## src/hw/link_pkg.sv

```systemverilog
package link_pkg;

    // ~~~~~~~~~~~~~~~~~~~~
    // payload and frame shape
    // ~~~~~~~~~~~~~~~~~~~~

    typedef logic [7:0] byte_t;

    // start bit, eight data bits sent msb first, one stop bit
    localparam int unsigned FRAME_BITS = 10;

    localparam logic LINE_IDLE = 1'b1;  // the stop bit shares this level

    // line level select from the transmit FSM to the shifter
    localparam logic [1:0] LSEL_IDLE  = 2'd0;
    localparam logic [1:0] LSEL_START = 2'd1;
    localparam logic [1:0] LSEL_DATA  = 2'd2;
    localparam logic [1:0] LSEL_STOP  = 2'd3;

    // one received byte as handed to the user
    typedef struct packed {
        byte_t data;
        logic  frame_err;  // stop bit was sampled low
    } rx_byte_s;

endpackage

```

## src/hw/timing_pkg.sv

```systemverilog
package timing_pkg;

    // cycles inside one bit period, so periods up to 256 clocks fit
    typedef logic [7:0] tick_cnt_t;

    // position of the current bit inside a frame
    typedef logic [3:0] bit_idx_t;

    typedef enum logic [1:0] {
        TX_IDLE,
        TX_START,
        TX_DATA,
        TX_STOP
    } tx_state_e;

    typedef enum logic [1:0] {
        RX_IDLE,
        RX_START_CHK,  // wait for mid start bit and look again
        RX_DATA,
        RX_STOP
    } rx_state_e;

endpackage

```

## src/hw/bit_timer.sv

```systemverilog
`timescale 1ns/1ns

module bit_timer #(
    parameter timing_pkg::tick_cnt_t BIT_CLKS = 8'd8
) (
    input  logic clk,
    input  logic rst,
    input  logic restart,
    input  logic half,
    output logic tick
);
    localparam timing_pkg::tick_cnt_t LAST = BIT_CLKS - timing_pkg::tick_cnt_t'(1);
    localparam timing_pkg::tick_cnt_t MID  = BIT_CLKS >> 1;

    timing_pkg::tick_cnt_t cnt;

    // a restart with half set starts midway, so the first tick lands
    // in the middle of the bit instead of at its end
    always_ff @(posedge clk or posedge rst) begin
        if (rst) begin
            cnt <= '0;
        end else if (restart) begin
            cnt <= half ? MID : '0;
        end else if (cnt == LAST) begin
            cnt <= '0;  // wrap at the end of the period
        end else begin
            cnt <= cnt + timing_pkg::tick_cnt_t'(1);
        end
    end

    assign tick = (cnt == LAST);  // one cycle wide, once per period

endmodule

```

## src/hw/rx_deframer.sv

```systemverilog
`timescale 1ns/1ns

module rx_deframer #(
    parameter timing_pkg::tick_cnt_t BIT_CLKS = 8'd8
) (
    input  logic               clk,
    input  logic               rst,
    input  logic               sdi,
    output link_pkg::rx_byte_s out_byte,
    output logic               out_valid
);
    localparam timing_pkg::bit_idx_t LAST_DATA =
        timing_pkg::bit_idx_t'($bits(link_pkg::byte_t) - 1);

    logic                  sync_meta;
    logic                  line;       // sdi after the two flops
    logic                  line_prev;
    logic                  start_edge;
    logic                  tick;
    timing_pkg::rx_state_e state;
    timing_pkg::bit_idx_t  bit_idx;
    link_pkg::byte_t       shreg;
    link_pkg::byte_t       data_q;
    logic                  err_q;

    // ~~~~~~~~~~~~~~~~~~~~
    // input synchronizer
    // ~~~~~~~~~~~~~~~~~~~~

    always_ff @(posedge clk or posedge rst) begin
        if (rst) begin
            sync_meta <= link_pkg::LINE_IDLE;
            line      <= link_pkg::LINE_IDLE;
            line_prev <= link_pkg::LINE_IDLE;
        end else begin
            sync_meta <= sdi;
            line      <= sync_meta;
            line_prev <= line;
        end
    end

    // only a falling edge counts as a start, so a line stuck low after a
    // framing error has to go high before the next frame is looked for
    assign start_edge = (state == timing_pkg::RX_IDLE)
                     && (line != link_pkg::LINE_IDLE)
                     && (line_prev == link_pkg::LINE_IDLE);

    // half period load puts every tick at the middle of a bit
    bit_timer #(
        .BIT_CLKS(BIT_CLKS)
    ) timer_i (
        .clk    (clk),
        .rst    (rst),
        .restart(start_edge),
        .half   (1'b1),
        .tick   (tick)
    );

    // ~~~~~~~~~~~~~~~~~~~~
    // deframing FSM
    // ~~~~~~~~~~~~~~~~~~~~

    always_ff @(posedge clk or posedge rst) begin
        if (rst) begin
            state     <= timing_pkg::RX_IDLE;
            bit_idx   <= '0;
            err_q     <= 1'b0;
            out_valid <= 1'b0;
        end else begin
            out_valid <= 1'b0;
            case (state)
            timing_pkg::RX_IDLE: begin
                if (start_edge) state <= timing_pkg::RX_START_CHK;
            end
            timing_pkg::RX_START_CHK: begin
                if (tick) begin
                    bit_idx <= '0;
                    // line back high by mid-bit means it was only a glitch
                    state <= (line == link_pkg::LINE_IDLE) ? timing_pkg::RX_IDLE
                                                           : timing_pkg::RX_DATA;
                end
            end
            timing_pkg::RX_DATA: begin
                if (tick) begin
                    bit_idx <= bit_idx + 1'b1;
                    if (bit_idx == LAST_DATA) state <= timing_pkg::RX_STOP;
                end
            end
            timing_pkg::RX_STOP: begin
                if (tick) begin
                    out_valid <= 1'b1;
                    err_q     <= (line != link_pkg::LINE_IDLE);  // stop bit must be high
                    state     <= timing_pkg::RX_IDLE;
                end
            end
            default: state <= timing_pkg::RX_IDLE;
            endcase
        end
    end

    // data arrives msb first, so it shifts in from the bottom
    always_ff @(posedge clk) begin
        if (state == timing_pkg::RX_DATA && tick) begin
            shreg <= {shreg[6:0], line};
        end
        if (state == timing_pkg::RX_STOP && tick) begin
            data_q <= shreg;
        end
    end

    assign out_byte = '{data: data_q, frame_err: err_q};

endmodule

```

## src/hw/serial_link_top.sv

```systemverilog
`timescale 1ns/1ns

module serial_link_top #(
    parameter timing_pkg::tick_cnt_t BIT_CLKS = 8'd8
) (
    input  logic               clk,
    input  logic               rst,
    input  link_pkg::byte_t    in_data,
    input  logic               in_valid,
    output logic               in_ready,
    output logic               sdo,
    input  logic               sdi,
    output link_pkg::rx_byte_s out_byte,
    output logic               out_valid
);
    logic       load;
    logic       shift;
    logic [1:0] line_sel;

    // transmit path
    tx_fsm #(
        .BIT_CLKS(BIT_CLKS)
    ) tx_fsm_i (
        .clk     (clk),
        .rst     (rst),
        .in_valid(in_valid),
        .in_ready(in_ready),
        .load    (load),
        .shift   (shift),
        .line_sel(line_sel)
    );

    tx_shift tx_shift_i (
        .clk     (clk),
        .rst     (rst),
        .in_data (in_data),
        .load    (load),
        .shift   (shift),
        .line_sel(line_sel),
        .sdo     (sdo)
    );

    // receive path, fully independent of the transmitter
    rx_deframer #(
        .BIT_CLKS(BIT_CLKS)
    ) rx_deframer_i (
        .clk      (clk),
        .rst      (rst),
        .sdi      (sdi),
        .out_byte (out_byte),
        .out_valid(out_valid)
    );

endmodule

```

## src/hw/tx_fsm.sv

```systemverilog
`timescale 1ns/1ns

module tx_fsm #(
    parameter timing_pkg::tick_cnt_t BIT_CLKS = 8'd8
) (
    input  logic       clk,
    input  logic       rst,
    input  logic       in_valid,
    output logic       in_ready,
    output logic       load,
    output logic       shift,
    output logic [1:0] line_sel
);
    // index of the last data bit, counting the start bit as zero
    localparam timing_pkg::bit_idx_t LAST_DATA =
        timing_pkg::bit_idx_t'(link_pkg::FRAME_BITS - 2);

    timing_pkg::tx_state_e state;
    timing_pkg::tx_state_e state_nxt;
    timing_pkg::bit_idx_t  bit_idx;
    logic                  accept;
    logic                  tick;

    assign accept = in_valid && in_ready;  // in_ready is only high in idle
    assign load   = accept;
    assign shift  = (state == timing_pkg::TX_DATA) && tick;

    // the timer starts over with each accepted byte so bit edges line up
    bit_timer #(
        .BIT_CLKS(BIT_CLKS)
    ) timer_i (
        .clk    (clk),
        .rst    (rst),
        .restart(accept),
        .half   (1'b0),
        .tick   (tick)
    );

    // ~~~~~~~~~~~~~~~~~~~~
    // next state
    // ~~~~~~~~~~~~~~~~~~~~

    always_comb begin
        state_nxt = state;
        case (state)
        timing_pkg::TX_IDLE:  if (accept) state_nxt = timing_pkg::TX_START;
        timing_pkg::TX_START: if (tick) state_nxt = timing_pkg::TX_DATA;
        timing_pkg::TX_DATA:  if (tick && bit_idx == LAST_DATA) state_nxt = timing_pkg::TX_STOP;
        timing_pkg::TX_STOP:  if (tick) state_nxt = timing_pkg::TX_IDLE;
        default:              state_nxt = timing_pkg::TX_IDLE;
        endcase
    end

    // the shifter registers the level, so it follows the next state
    always_comb begin
        case (state_nxt)
        timing_pkg::TX_START: line_sel = link_pkg::LSEL_START;
        timing_pkg::TX_DATA:  line_sel = link_pkg::LSEL_DATA;
        timing_pkg::TX_STOP:  line_sel = link_pkg::LSEL_STOP;
        default:              line_sel = link_pkg::LSEL_IDLE;
        endcase
    end

    always_ff @(posedge clk or posedge rst) begin
        if (rst) begin
            state    <= timing_pkg::TX_IDLE;
            bit_idx  <= '0;
            in_ready <= 1'b0;
        end else begin
            state    <= state_nxt;
            in_ready <= (state_nxt == timing_pkg::TX_IDLE);  // high again with the idle line
            if (accept) begin
                bit_idx <= '0;
            end else if (tick && state != timing_pkg::TX_IDLE) begin
                bit_idx <= bit_idx + 1'b1;
            end
        end
    end

endmodule

```

## src/hw/tx_shift.sv

```systemverilog
`timescale 1ns/1ns

module tx_shift (
    input  logic            clk,
    input  logic            rst,
    input  link_pkg::byte_t in_data,
    input  logic            load,
    input  logic            shift,
    input  logic [1:0]      line_sel,
    output logic            sdo
);
    link_pkg::byte_t buff;
    link_pkg::byte_t buff_nxt;
    logic            level;

    // the data level is taken after this cycle's shift, so the new bit
    // reaches the line together with the tick that asked for it
    assign buff_nxt = shift ? {buff[6:0], 1'b0} : buff;

    always_ff @(posedge clk) begin
        if (load) begin
            buff <= in_data;
        end else begin
            buff <= buff_nxt;
        end
    end

    always_comb begin
        case (line_sel)
        link_pkg::LSEL_START: level = ~link_pkg::LINE_IDLE;
        link_pkg::LSEL_DATA:  level = buff_nxt[7];  // msb goes out first
        link_pkg::LSEL_STOP:  level = link_pkg::LINE_IDLE;
        default:              level = link_pkg::LINE_IDLE;
        endcase
    end

    always_ff @(posedge clk or posedge rst) begin
        if (rst) begin
            sdo <= link_pkg::LINE_IDLE;
        end else begin
            sdo <= level;  // registered so the line never glitches
        end
    end

endmodule

```

## config.mk

```make
export PLATFORM = sky130hd
export DESIGN_NAME = serial_link_top
export DESIGN_NICKNAME = d
export VERILOG_FILES = /design/src/hw/link_pkg.sv /design/src/hw/timing_pkg.sv /design/src/hw/bit_timer.sv /design/src/hw/rx_deframer.sv /design/src/hw/serial_link_top.sv /design/src/hw/tx_fsm.sv /design/src/hw/tx_shift.sv
export SDC_FILE = /design/constraint.sdc
export NUM_CORES = 1
export LEC_CHECK = 0
export CORE_ASPECT_RATIO = 0.75
export CORE_UTILIZATION = 41
export CTS_CLUSTER_DIAMETER = 150
export DETAILED_ROUTE_END_ITERATION = 7
export DONT_BUFFER_PORTS = 1
export SETUP_SLACK_MARGIN = 0.05
export SLEW_MARGIN = 5
export SYNTH_ARGS = -nofsm -noshare
export SYNTH_HDL_FRONTEND = slang
export SYNTH_SLANG_ARGS = --single-unit
```

## constraint.sdc

```tcl
create_clock -name clk -period 2.93 [get_ports clk]
set_clock_uncertainty 0.15 [all_clocks]
set_input_delay 0.293 -clock clk [delete_from_list [all_inputs] [get_ports clk]]
set_output_delay 0.293 -clock clk [all_outputs]
set_load 0.02 [all_outputs]
```

# [Yosys cells after proc, flatten, opt, wreduce, memory -nomap -nowiden]
# Index checks and enable logic that the tools add are counted.
[classes] n_addsub=4 n_eq_ne=20 muxes=27 bitwise_logic=1 n_reduce_logical=18
[op_table] operator="8-bit 2-to-1 mux" n=6
[op_table] operator="2-bit 2-to-1 mux" n=10
[op_table] operator="8-bit by 1-bit adder with 8-bit output (second input constant)" n=2
[op_table] operator="8-bit by 3-bit == test with 1-bit output (second input constant)" n=2
[op_table] operator="4-bit 2-to-1 mux" n=4
[op_table] operator="2-bit case mux with 4 select lines" n=2
[op_table] operator="2-bit == test (second input constant)" n=7
[op_table] operator="2-bit by 1-bit inequality test with 1-bit output (second input constant)" n=5
[op_table] operator="4-bit by 1-bit adder with 4-bit output (second input constant)" n=2
[op_table] operator="2-bit by 1-bit == test with 1-bit output (second input constant)" n=4
[op_table] operator="1-bit logical AND" n=8
[op_table] operator="4-bit case mux with 2 select lines" n=1
[op_table] operator="2-bit nonzero test" n=4
[op_table] operator="2-bit zero test" n=3
[op_table] operator="2-bit case mux with 3 select lines" n=1
[op_table] operator="5-bit AND reduction" n=1
[op_table] operator="4-bit by 3-bit == test with 1-bit output (second input constant)" n=1
[op_table] operator="4-bit == test (second input constant)" n=1
[op_table] operator="3-bit AND reduction" n=1
[op_table] operator="1-bit 2-to-1 mux" n=2
[op_table] operator="1-bit case mux with 2 select lines" n=1
[op_table] operator="2-bit AND reduction" n=1
[op_table] operator="1-bit NOT" n=1
[totals] register_bits=59 input_bits=12 output_inout_bits=12 wordCells=87

# [Logic depth before layout (Yosys ltp)]
# Gate-level depths: netlist (run 1).
[logic_depth] word_depth=8 ltp_mapped=6 depth_no_buf=6

# [Hierarchy]
# From an unflattened synthesis (run 1), not the netlist that was laid out.
[unflattened] hier_cells=215 hier_area_um2=2563.7
[by_module_without_submodules] mod="rx_deframer" instances=1 cells_per_inst=68 area_per_inst_um2=1007.2 seq_area_each_um2=759.5
[by_module_without_submodules] mod="bit_timer" instances=2 cells_per_inst=40 area_per_inst_um2=397.9 seq_area_each_um2=200.2
[by_module_without_submodules] mod="tx_shift" instances=1 cells_per_inst=28 area_per_inst_um2=385.4 seq_area_each_um2=256.5
[by_module_without_submodules] mod="tx_fsm" instances=1 cells_per_inst=39 area_per_inst_um2=375.4 seq_area_each_um2=175.2

# [Worst setup path before layout (run 1)]
# OpenSTA, ideal clock, no wires.
[synth_timing] path_type="flip-flop to flip-flop" startpoint="reg tx_fsm_i.timer_i.cnt[5]" endpoint="reg tx_shift_i.sdo" t_arrival_ps=1790 required_ps=2698 slack_ps=909 path_stages_with_launch=5 path_buffers=0 synth_period_minus_slack_ps=2021 path_cell_list="dfrtp_1 or4_4 nor2_2 mux2_1 a211o_1"
[synth_between] elab_chain_cells=8 elab_cells_between_ends=15 cone_classes="6 x eq/ne; 7 x mux; 2 x reduce/logical"
[synth_rtl] element="start: declaration" line_no="bit_timer.sv:15" source="timing_pkg::tick_cnt_t cnt;"
[synth_rtl] element="start signal: assignment" line_no="bit_timer.sv:23" source="cnt <= half ? MID : '0;"
[synth_rtl] element="start signal: assignment" line_no="bit_timer.sv:27" source="cnt <= cnt + timing_pkg::tick_cnt_t'(1);"
[synth_rtl] element="8-bit by 3-bit == test with 1-bit output (*)" line_no="bit_timer.sv:31" source="assign tick = (cnt == LAST);"
[synth_rtl] element="1-bit logical AND" line_no="tx_fsm.sv:48" source="timing_pkg::TX_DATA: if (tick && bit_idx == LAST_DATA) state_nxt = timing_pkg::TX_STOP;"
[synth_rtl] element="2-bit 2-to-1 mux" line_no="tx_fsm.sv:48"
[synth_rtl] element="2-bit case mux with 4 select lines" line_no="tx_fsm.sv:45" source="case (state)"
[synth_rtl] element="2-bit == test / 2-bit by 1-bit == test with 1-bit output (equally long branches)" line_no="tx_fsm.sv:56" source="case (state_nxt)"
[synth_rtl] element="2-bit case mux with 3 select lines" line_no="tx_fsm.sv:56"
[synth_rtl] element="2-bit == test / 2-bit by 1-bit == test with 1-bit output (equally long branches)" line_no="tx_shift.sv:29" source="case (line_sel)"
[synth_rtl] element="1-bit case mux with 2 select lines (*)" line_no="tx_shift.sv:29"
[synth_rtl] element="named net tx_shift_i.level" line_no="tx_shift.sv:14" source="logic level;"
[synth_rtl] element="end signal: assignment" line_no="tx_shift.sv:39" source="sdo <= link_pkg::LINE_IDLE;"
[synth_rtl] element="end signal: assignment" line_no="tx_shift.sv:41" source="sdo <= level;"
[synth_rtl] element="end: declaration" line_no="tx_shift.sv:10" source="output logic sdo"
# Mark *: on every way through the listed nets, which the timed path passes. The rest lies on a longest branch. The select of a mux whose other input is x is not followed.
# A chain may end at the register's enable or synchronous reset.

# [Final worst setup path (run 1)]
[layout_timing] startpoint="reg tx_fsm_i.timer_i.cnt[5]" endpoint="reg tx_shift_i.buff[0] (enable)"
[layout_between] elab_chain_cells=3
[layout_rtl] element="8-bit by 3-bit == test with 1-bit output" line_no="bit_timer.sv:31"
[layout_rtl] element="1-bit logical AND" line_no="tx_fsm.sv:26" source="assign shift = (state == timing_pkg::TX_DATA) && tick;"
[layout_rtl] element="2-bit nonzero test (no source line)"
[layout_rtl] element="end signal: assignment" line_no="tx_shift.sv:22" source="buff <= in_data;"
[layout_rtl] element="end signal: assignment" line_no="tx_shift.sv:24" source="buff <= buff_nxt;"
[layout_rtl] element="end: declaration" line_no="tx_shift.sv:12" source="link_pkg::byte_t buff;"
# No other way between the ends.

==> impl_metrics.yaml, run 1 <==
status:
  status: "finished, final reports clean"
clock_tree:
  cts_sinks: 59
  cts_resized: 0
  clk_latency_ns: 0.34
  clockBufferDepth: 2
  cts_max_level: 3
  clk_pin_slew_ns: 0.07
  tritoncts: "done"
  ctsRootBufferMaster: "clkbuf_8"
  cts_buffers: 9
floorplan:
  die_h_um: 71.89
  rows: 25
  dieArea_mm2: 0.006842
  ios: 24
  die_w_um: 95.19
  coreArea_mm2: 0.006287
  initial_core_util_pct: 42.47
timing:
  finalSetupViolCount: 0
  relSlewSlack_pct: 61.95
  tns_ns: 0
  holdWs_ns: 0.01938
  worst_pin_slew_ns: 0.5708
  rsz0062_at_grt: "no"
  period_minus_slack_ns: 2.170
  drv_slew: 0
  max_freq_ghz: 0.4609
  finalCritPeriodShare_pct: 74.05
  hold_viol_final: 0
grt:
  antenna_found_initial: 0
  grt_pass1_wl_mm: 7.279
  track_usage_pct: 14.87
  grt_max_degree: 36
  overflow: 0
  grt_pass1_vias: 1544
place:
  gp_congestion: 0.8246
  placed_cell_area_mm2: 0.002724
  place_hpwl_mm: 2.983
  io_buffers: 0
worst_setup_path:
  slowest_delay_ns: 0.47
  crit_required_ns: 2.80
  end_kind: "flop"
  critPathSlowestCell: "nor4_1"
  crit_chain: "nor4_1, nand4b_1, nand2_1"
  critical_path.top_delay_family: "simple AND/OR/NAND/NOR gates"
  crit_type: "flop to flop"
  worstPathMaxFanout: 8
  worst_setup_path_start_kind: "flop"
  crit_arrival_ns: 2.04
  path_buf_inv: 0
yosys:
  synth_edf_count: 23
  synth_seq_area_share_pct: 59.61
  synthesis.area_mm2: 0.002670
  ys_ff_latch: 59
  avgSynthCellArea_um2: 11.81
  yosysWarningCount: 0
  synthFlopType: "dfrtp_1"
  netlist_instances: 226
  syn_nets: 248
  yosysUniqueCellTypes: 49
  ys_async_sr_fraction_pct: 59.32
pwr:
  finalPower_mw: 2.768
  swShare_pct: 33.66
  p_int_mw: 1.836
  p_clk_share_pct: 29.1
  powerDensity_mw_per_mm2: 916.5
  vdd_drop_max_mv: 0.2942
  p_seq_share_pct: 45.0
  combPwrFrac_pct: 25.9
  p_switching_mw: 0.9319
  p_leak_nw: 1.298
detailed_routing:
  dr.pass1.iters: 4
  vias_per_cell: 5.089
  route.detailed.drc: 0
  drtAntennaViolNets: 0
  drtIter0Drc: 82
  avgRoutedWirePerCell_um: 13.91
  wl_mm: 4.520
  vias: 1654
min_path:
  min_path_type: "input port to flop"
cells_and_area:
  num-fill-cells: 550
  final_common_cell: "dfrtp_1"
  seq_area_mm2: 0.001592
  final_layout_size_suffix_gt1_share_pct: 11.48
  final_area_mm2: 0.003020
  syn_to_final_growth_pct: 13.12
  layout_common_cells: "dfrtp_1 (31), nand2_1 (24), nor2_1 (23), edfxtp_1 (23), nand3_1 (12)"
  nets: 261
  multiInputGateArea_um2: 985.9
  diodes: 0
job:
  maxCapViolations: 0
[metal layers]
metal / share of wire, % / vias up / GRT usage, %
li1: - / 817 / -
met1: 50 / 786 / 20.30
met2: 43 / 45 / 19.44
met3: 5.8 / 6 / 6.051
met4: 1.3 / 0 / 9.091
met5: 0 / - / 0
[power groups by stage]
stage                     registers, mW  clock network, mW  logic (mW)
final                              1.25              0.806       0.717
after global routing               1.27              0.860       0.809
after CTS                          1.25              0.826       0.717
after detailed placement           1.26                  0       0.705
after global placement             1.26                  0       0.691
after floorplan                    1.19                  0       0.646
[what timing repair did]
item                      CTS  global route
buffers inserted            0             0
hold buffers                8             0
hold endpoints to repair   38             0
[state kept, by name, indices dropped and copies added, names as in the netlist, named ones only]
| name | count |
|---|---|
| rx_deframer_i.bit_idx | 4 |
| rx_deframer_i.line_prev | 1 |
| rx_deframer_i.sync_meta | 1 |
| tx_fsm_i.bit_idx | 4 |
| tx_shift_i.buff | 8 |
| tx_fsm_i.in_ready | 1 |
| rx_deframer_i.data_q | 8 |
| tx_shift_i.sdo | 1 |
| rx_deframer_i.shreg | 8 |
| tx_fsm_i.state | 2 |
| rx_deframer_i.line | 1 |
| tx_fsm_i.timer_i.cnt | 8 |
| rx_deframer_i.timer_i.cnt | 8 |
| rx_deframer_i.err_q | 1 |
| rx_deframer_i.state | 1 |
| rx_deframer_i.out_valid | 1 |
[final timing paths]
kind,from,end,slack [ns],cells past startpoint
max reg2reg,tx_fsm_i.timer_i.cnt[5],tx_shift_i.buff[0],0.76,3
max,tx_fsm_i.timer_i.cnt[5],tx_shift_i.buff[0],0.76,3
min in group asynchronous,rst,rx_deframer_i.out_valid,0.34,3
max in group asynchronous,rst,rx_deframer_i.sync_meta,1.94,3
min reg2reg,rx_deframer_i.sync_meta,rx_deframer_i.line,0.20,0
min,in_data[6],tx_shift_i.buff[6],0.02,2
[kinds of logic (layout without fill, tap and decap cells)]
kind of cell / after synthesis / count (layout) / share of synthesized area, %
compound gates: 29 / 29 / 7.546
fa+ha+maj: 10 / 10 / 4.686
simple gates: 90 / 90 / 17.53
xor+xnor: 16 / 16 / 5.249
buf+inv: 17 / 35 / 3.468
mux: 5 / 5 / 1.921
flops: 59 / 59 / 59.61
[cell type report]
cell class | count | share of cell area (%)
clock buffer | 10 | 4.225
inverter | 10 | 1.243
clock inverter | 6 | 2.941
multi-input combinational | 150 | 32.64
timing repair buffer | 9 | 2.900
sequential | 59 | 52.69
tap | 81 | 3.355
[synth_stat cells, types with 3 or more instances]
master / count / share of area (%)
ha_1: 10 / 4.7
o21ai_0: 8 / 1.5
nand2_1: 24 / 3.4
dfstp_2: 4 / 3.9
xor2_1: 9 / 3.0
nor2_1: 23 / 3.2
mux2i_1: 4 / 1.5
xnor2_1: 7 / 2.3
and3_1: 8 / 1.9
nor3_1: 3 / 0.56
inv_1: 10 / 1.4
edfxtp_1: 23 / 26
nand3_1: 12 / 2.2
dfrtp_1: 31 / 29
a21o_1: 4 / 1.1
[metrics by stage]
step / setup slack (ns) / utilization (%) / instances
global route: 0.6285 / 48.04 / 325
CTS: 0.7468 / 48.04 / 325
detailed placement: 0.7596 / 43.32 / 301
floorplan: 0.9087 / - / 226
global placement: 0.8523 / 43.32 / 301
finish: 0.7604 / 48.04 / 325
(Power assumes the default switching activity.)
==> run 2: changes to the inputs <==
clock period = 2.18 ns   (was 2.93 ns; I/O delays follow)
==> impl_metrics.yaml, run 2 (synthesis results as in run 1) <==
timing:
  max_freq_ghz: 0.4884
  relSlewSlack_pct: 69.85
  finalCritPeriodShare_pct: 93.93
  finalSetupViolCount: 0
  rsz0062_at_grt: "no"
  worst_pin_slew_ns: 0.4481
  period_minus_slack_ns: 2.048
  tns_ns: 0
  drv_slew: 0
  hold_viol_final: 0
min_path:
  min_path_type: "input port to flop"
clock_tree:
  cts_max_level: 3
  clk_latency_ns: 0.34
  cts_resized: 0
  ctsRootBufferMaster: "clkbuf_8"
  tritoncts: "done"
  post_cts_buffers: 0
  cts_hold_buf: 11
  clockBufferDepth: 2
  clk_pin_slew_ns: 0.06
  cts_buffers: 9
  cts_sinks: 59
grt:
  grt_pass1_wl_mm: 7.224
  overflow: 0
  grt_max_degree: 36
  antenna_found_initial: 0
  track_usage_pct: 14.65
  grt_pass1_vias: 1552
floorplan:
  coreArea_mm2: 0.006287
  initial_core_util_pct: 42.47
  ios: 24
  die_w_um: 95.19
  rows: 25
  die_h_um: 71.89
  dieArea_mm2: 0.006842
worst_setup_path:
  reg2regPathDepth: 4
  crit_type: "flop to flop"
  worstSetupStartpoint: "tx_fsm_i.timer_i.cnt[5]"
  timing.rr.end: "tx_shift_i.sdo"
  endpoint: "tx_shift_i.sdo"
  worstReg2RegStart: "tx_fsm_i.timer_i.cnt[5]"
  crit_arrival_ns: 2.16
  reg2reg_setup_slack_ns: 0.13
  crit_required_ns: 2.29
  worst_setup_path_start_kind: "flop"
  worstPathMaxFanout: 5
  end_kind: "flop"
detailed_routing:
  route.detailed.drc: 0
  avgRoutedWirePerCell_um: 13.04
  dr.pass1.iters: 4
  drtIter0Drc: 60
  vias: 1680
  wl_mm: 4.343
  drtAntennaViolNets: 0
  vias_per_cell: 5.045
cells_and_area:
  nets: 269
  diodes: 0
  num-fill-cells: 526
  finalCoreUtilization_pct: 49.11
  syn_to_final_growth_pct: 15.65
  final_layout_size_suffix_gt1_share_pct: 13.10
  final_common_cell: "dfrtp_1"
  layout_common_cells: "dfrtp_1 (31), nand2_1 (24), nor2_1 (23), edfxtp_1 (23), nand3_1 (12)"
pwr:
  powerDensity_mw_per_mm2: 1213
  p_leak_nw: 1.338
  vdd_drop_max_mv: 0.3880
  finalPower_mw: 3.747
place:
  io_buffers: 0
  gp_congestion: 0.7607
  place_hpwl_mm: 2.931
job:
  maxCapViolations: 0
status:
  status: "finished, final reports clean"
## run 2: layout make-up
cell class	count	area (µm²)	area share, %
Sequential cell	59	1592	51.54
Multi-Input combinational cell	150	985.9	31.93
Inverter	10	37.54	1.216
Tap cell	81	101.3	3.282
Clock buffer	10	127.6	4.133
Clock inverter	6	88.84	2.877
Timing Repair Buffer	17	155.1	5.024
## run 2: worst min path at each step
| stage | slack (ns) | to | cells past startpoint | from |
|---|---|---|---|---|
| finish | 0.18 | tx_fsm_i.timer_i.cnt[2] | 2 | in_valid |
| global route | 0.20 | tx_fsm_i.timer_i.cnt[2] | 2 | in_valid |
| CTS | 0.16 | tx_fsm_i.timer_i.cnt[2] | 2 | in_valid |
| detailed placement | 0.07 | rx_deframer_i.sync_meta | 0 | sdi |
| global placement | 0.07 | rx_deframer_i.sync_meta | 0 | sdi |
| floorplan | 0.07 | rx_deframer_i.sync_meta | 0 | sdi |
## run 2: per-stage QoR
| stage | hold WS, ns | area [µm²] | std cells | worst slack [ns] |
|---|---|---|---|---|
| after detailed placement | 0.07255 | 2761 | 306 | 0.1475 |
| after global routing | 0.1954 | 3088 | 333 | 0.05650 |
| after global placement | 0.07253 | 2761 | 306 | 0.1812 |
| after CTS | 0.1617 | 3088 | 333 | 0.1375 |
| after floorplan | 0.07248 | 2670 | 226 | 0.1587 |
| final | 0.1803 | 3088 | 333 | 0.1324 |
## run 2: power by group
group          switching [mW]  internal, mW  total (mW)
clock network           0.431         0.645        1.08
registers               0.271          1.41        1.68
logic                   0.548         0.445       0.993
## run 2: critical path, cell delays in order, from the launching register on
cell,delay (ns)
dfrtp_1,0.42
or4_4,0.60
nor2_2,0.16
mux2_1,0.33
a211o_1,0.31
## run 2: per-layer routing
metal / vias up / global-route usage (%) / routed length [µm]
met5: - / 0 / 0
li1: 834 / - / -
met3: 7 / 5.626 / 232
met4: 0 / 9.091 / 81
met1: 797 / 20.18 / 2189
met2: 42 / 19.13 / 1839
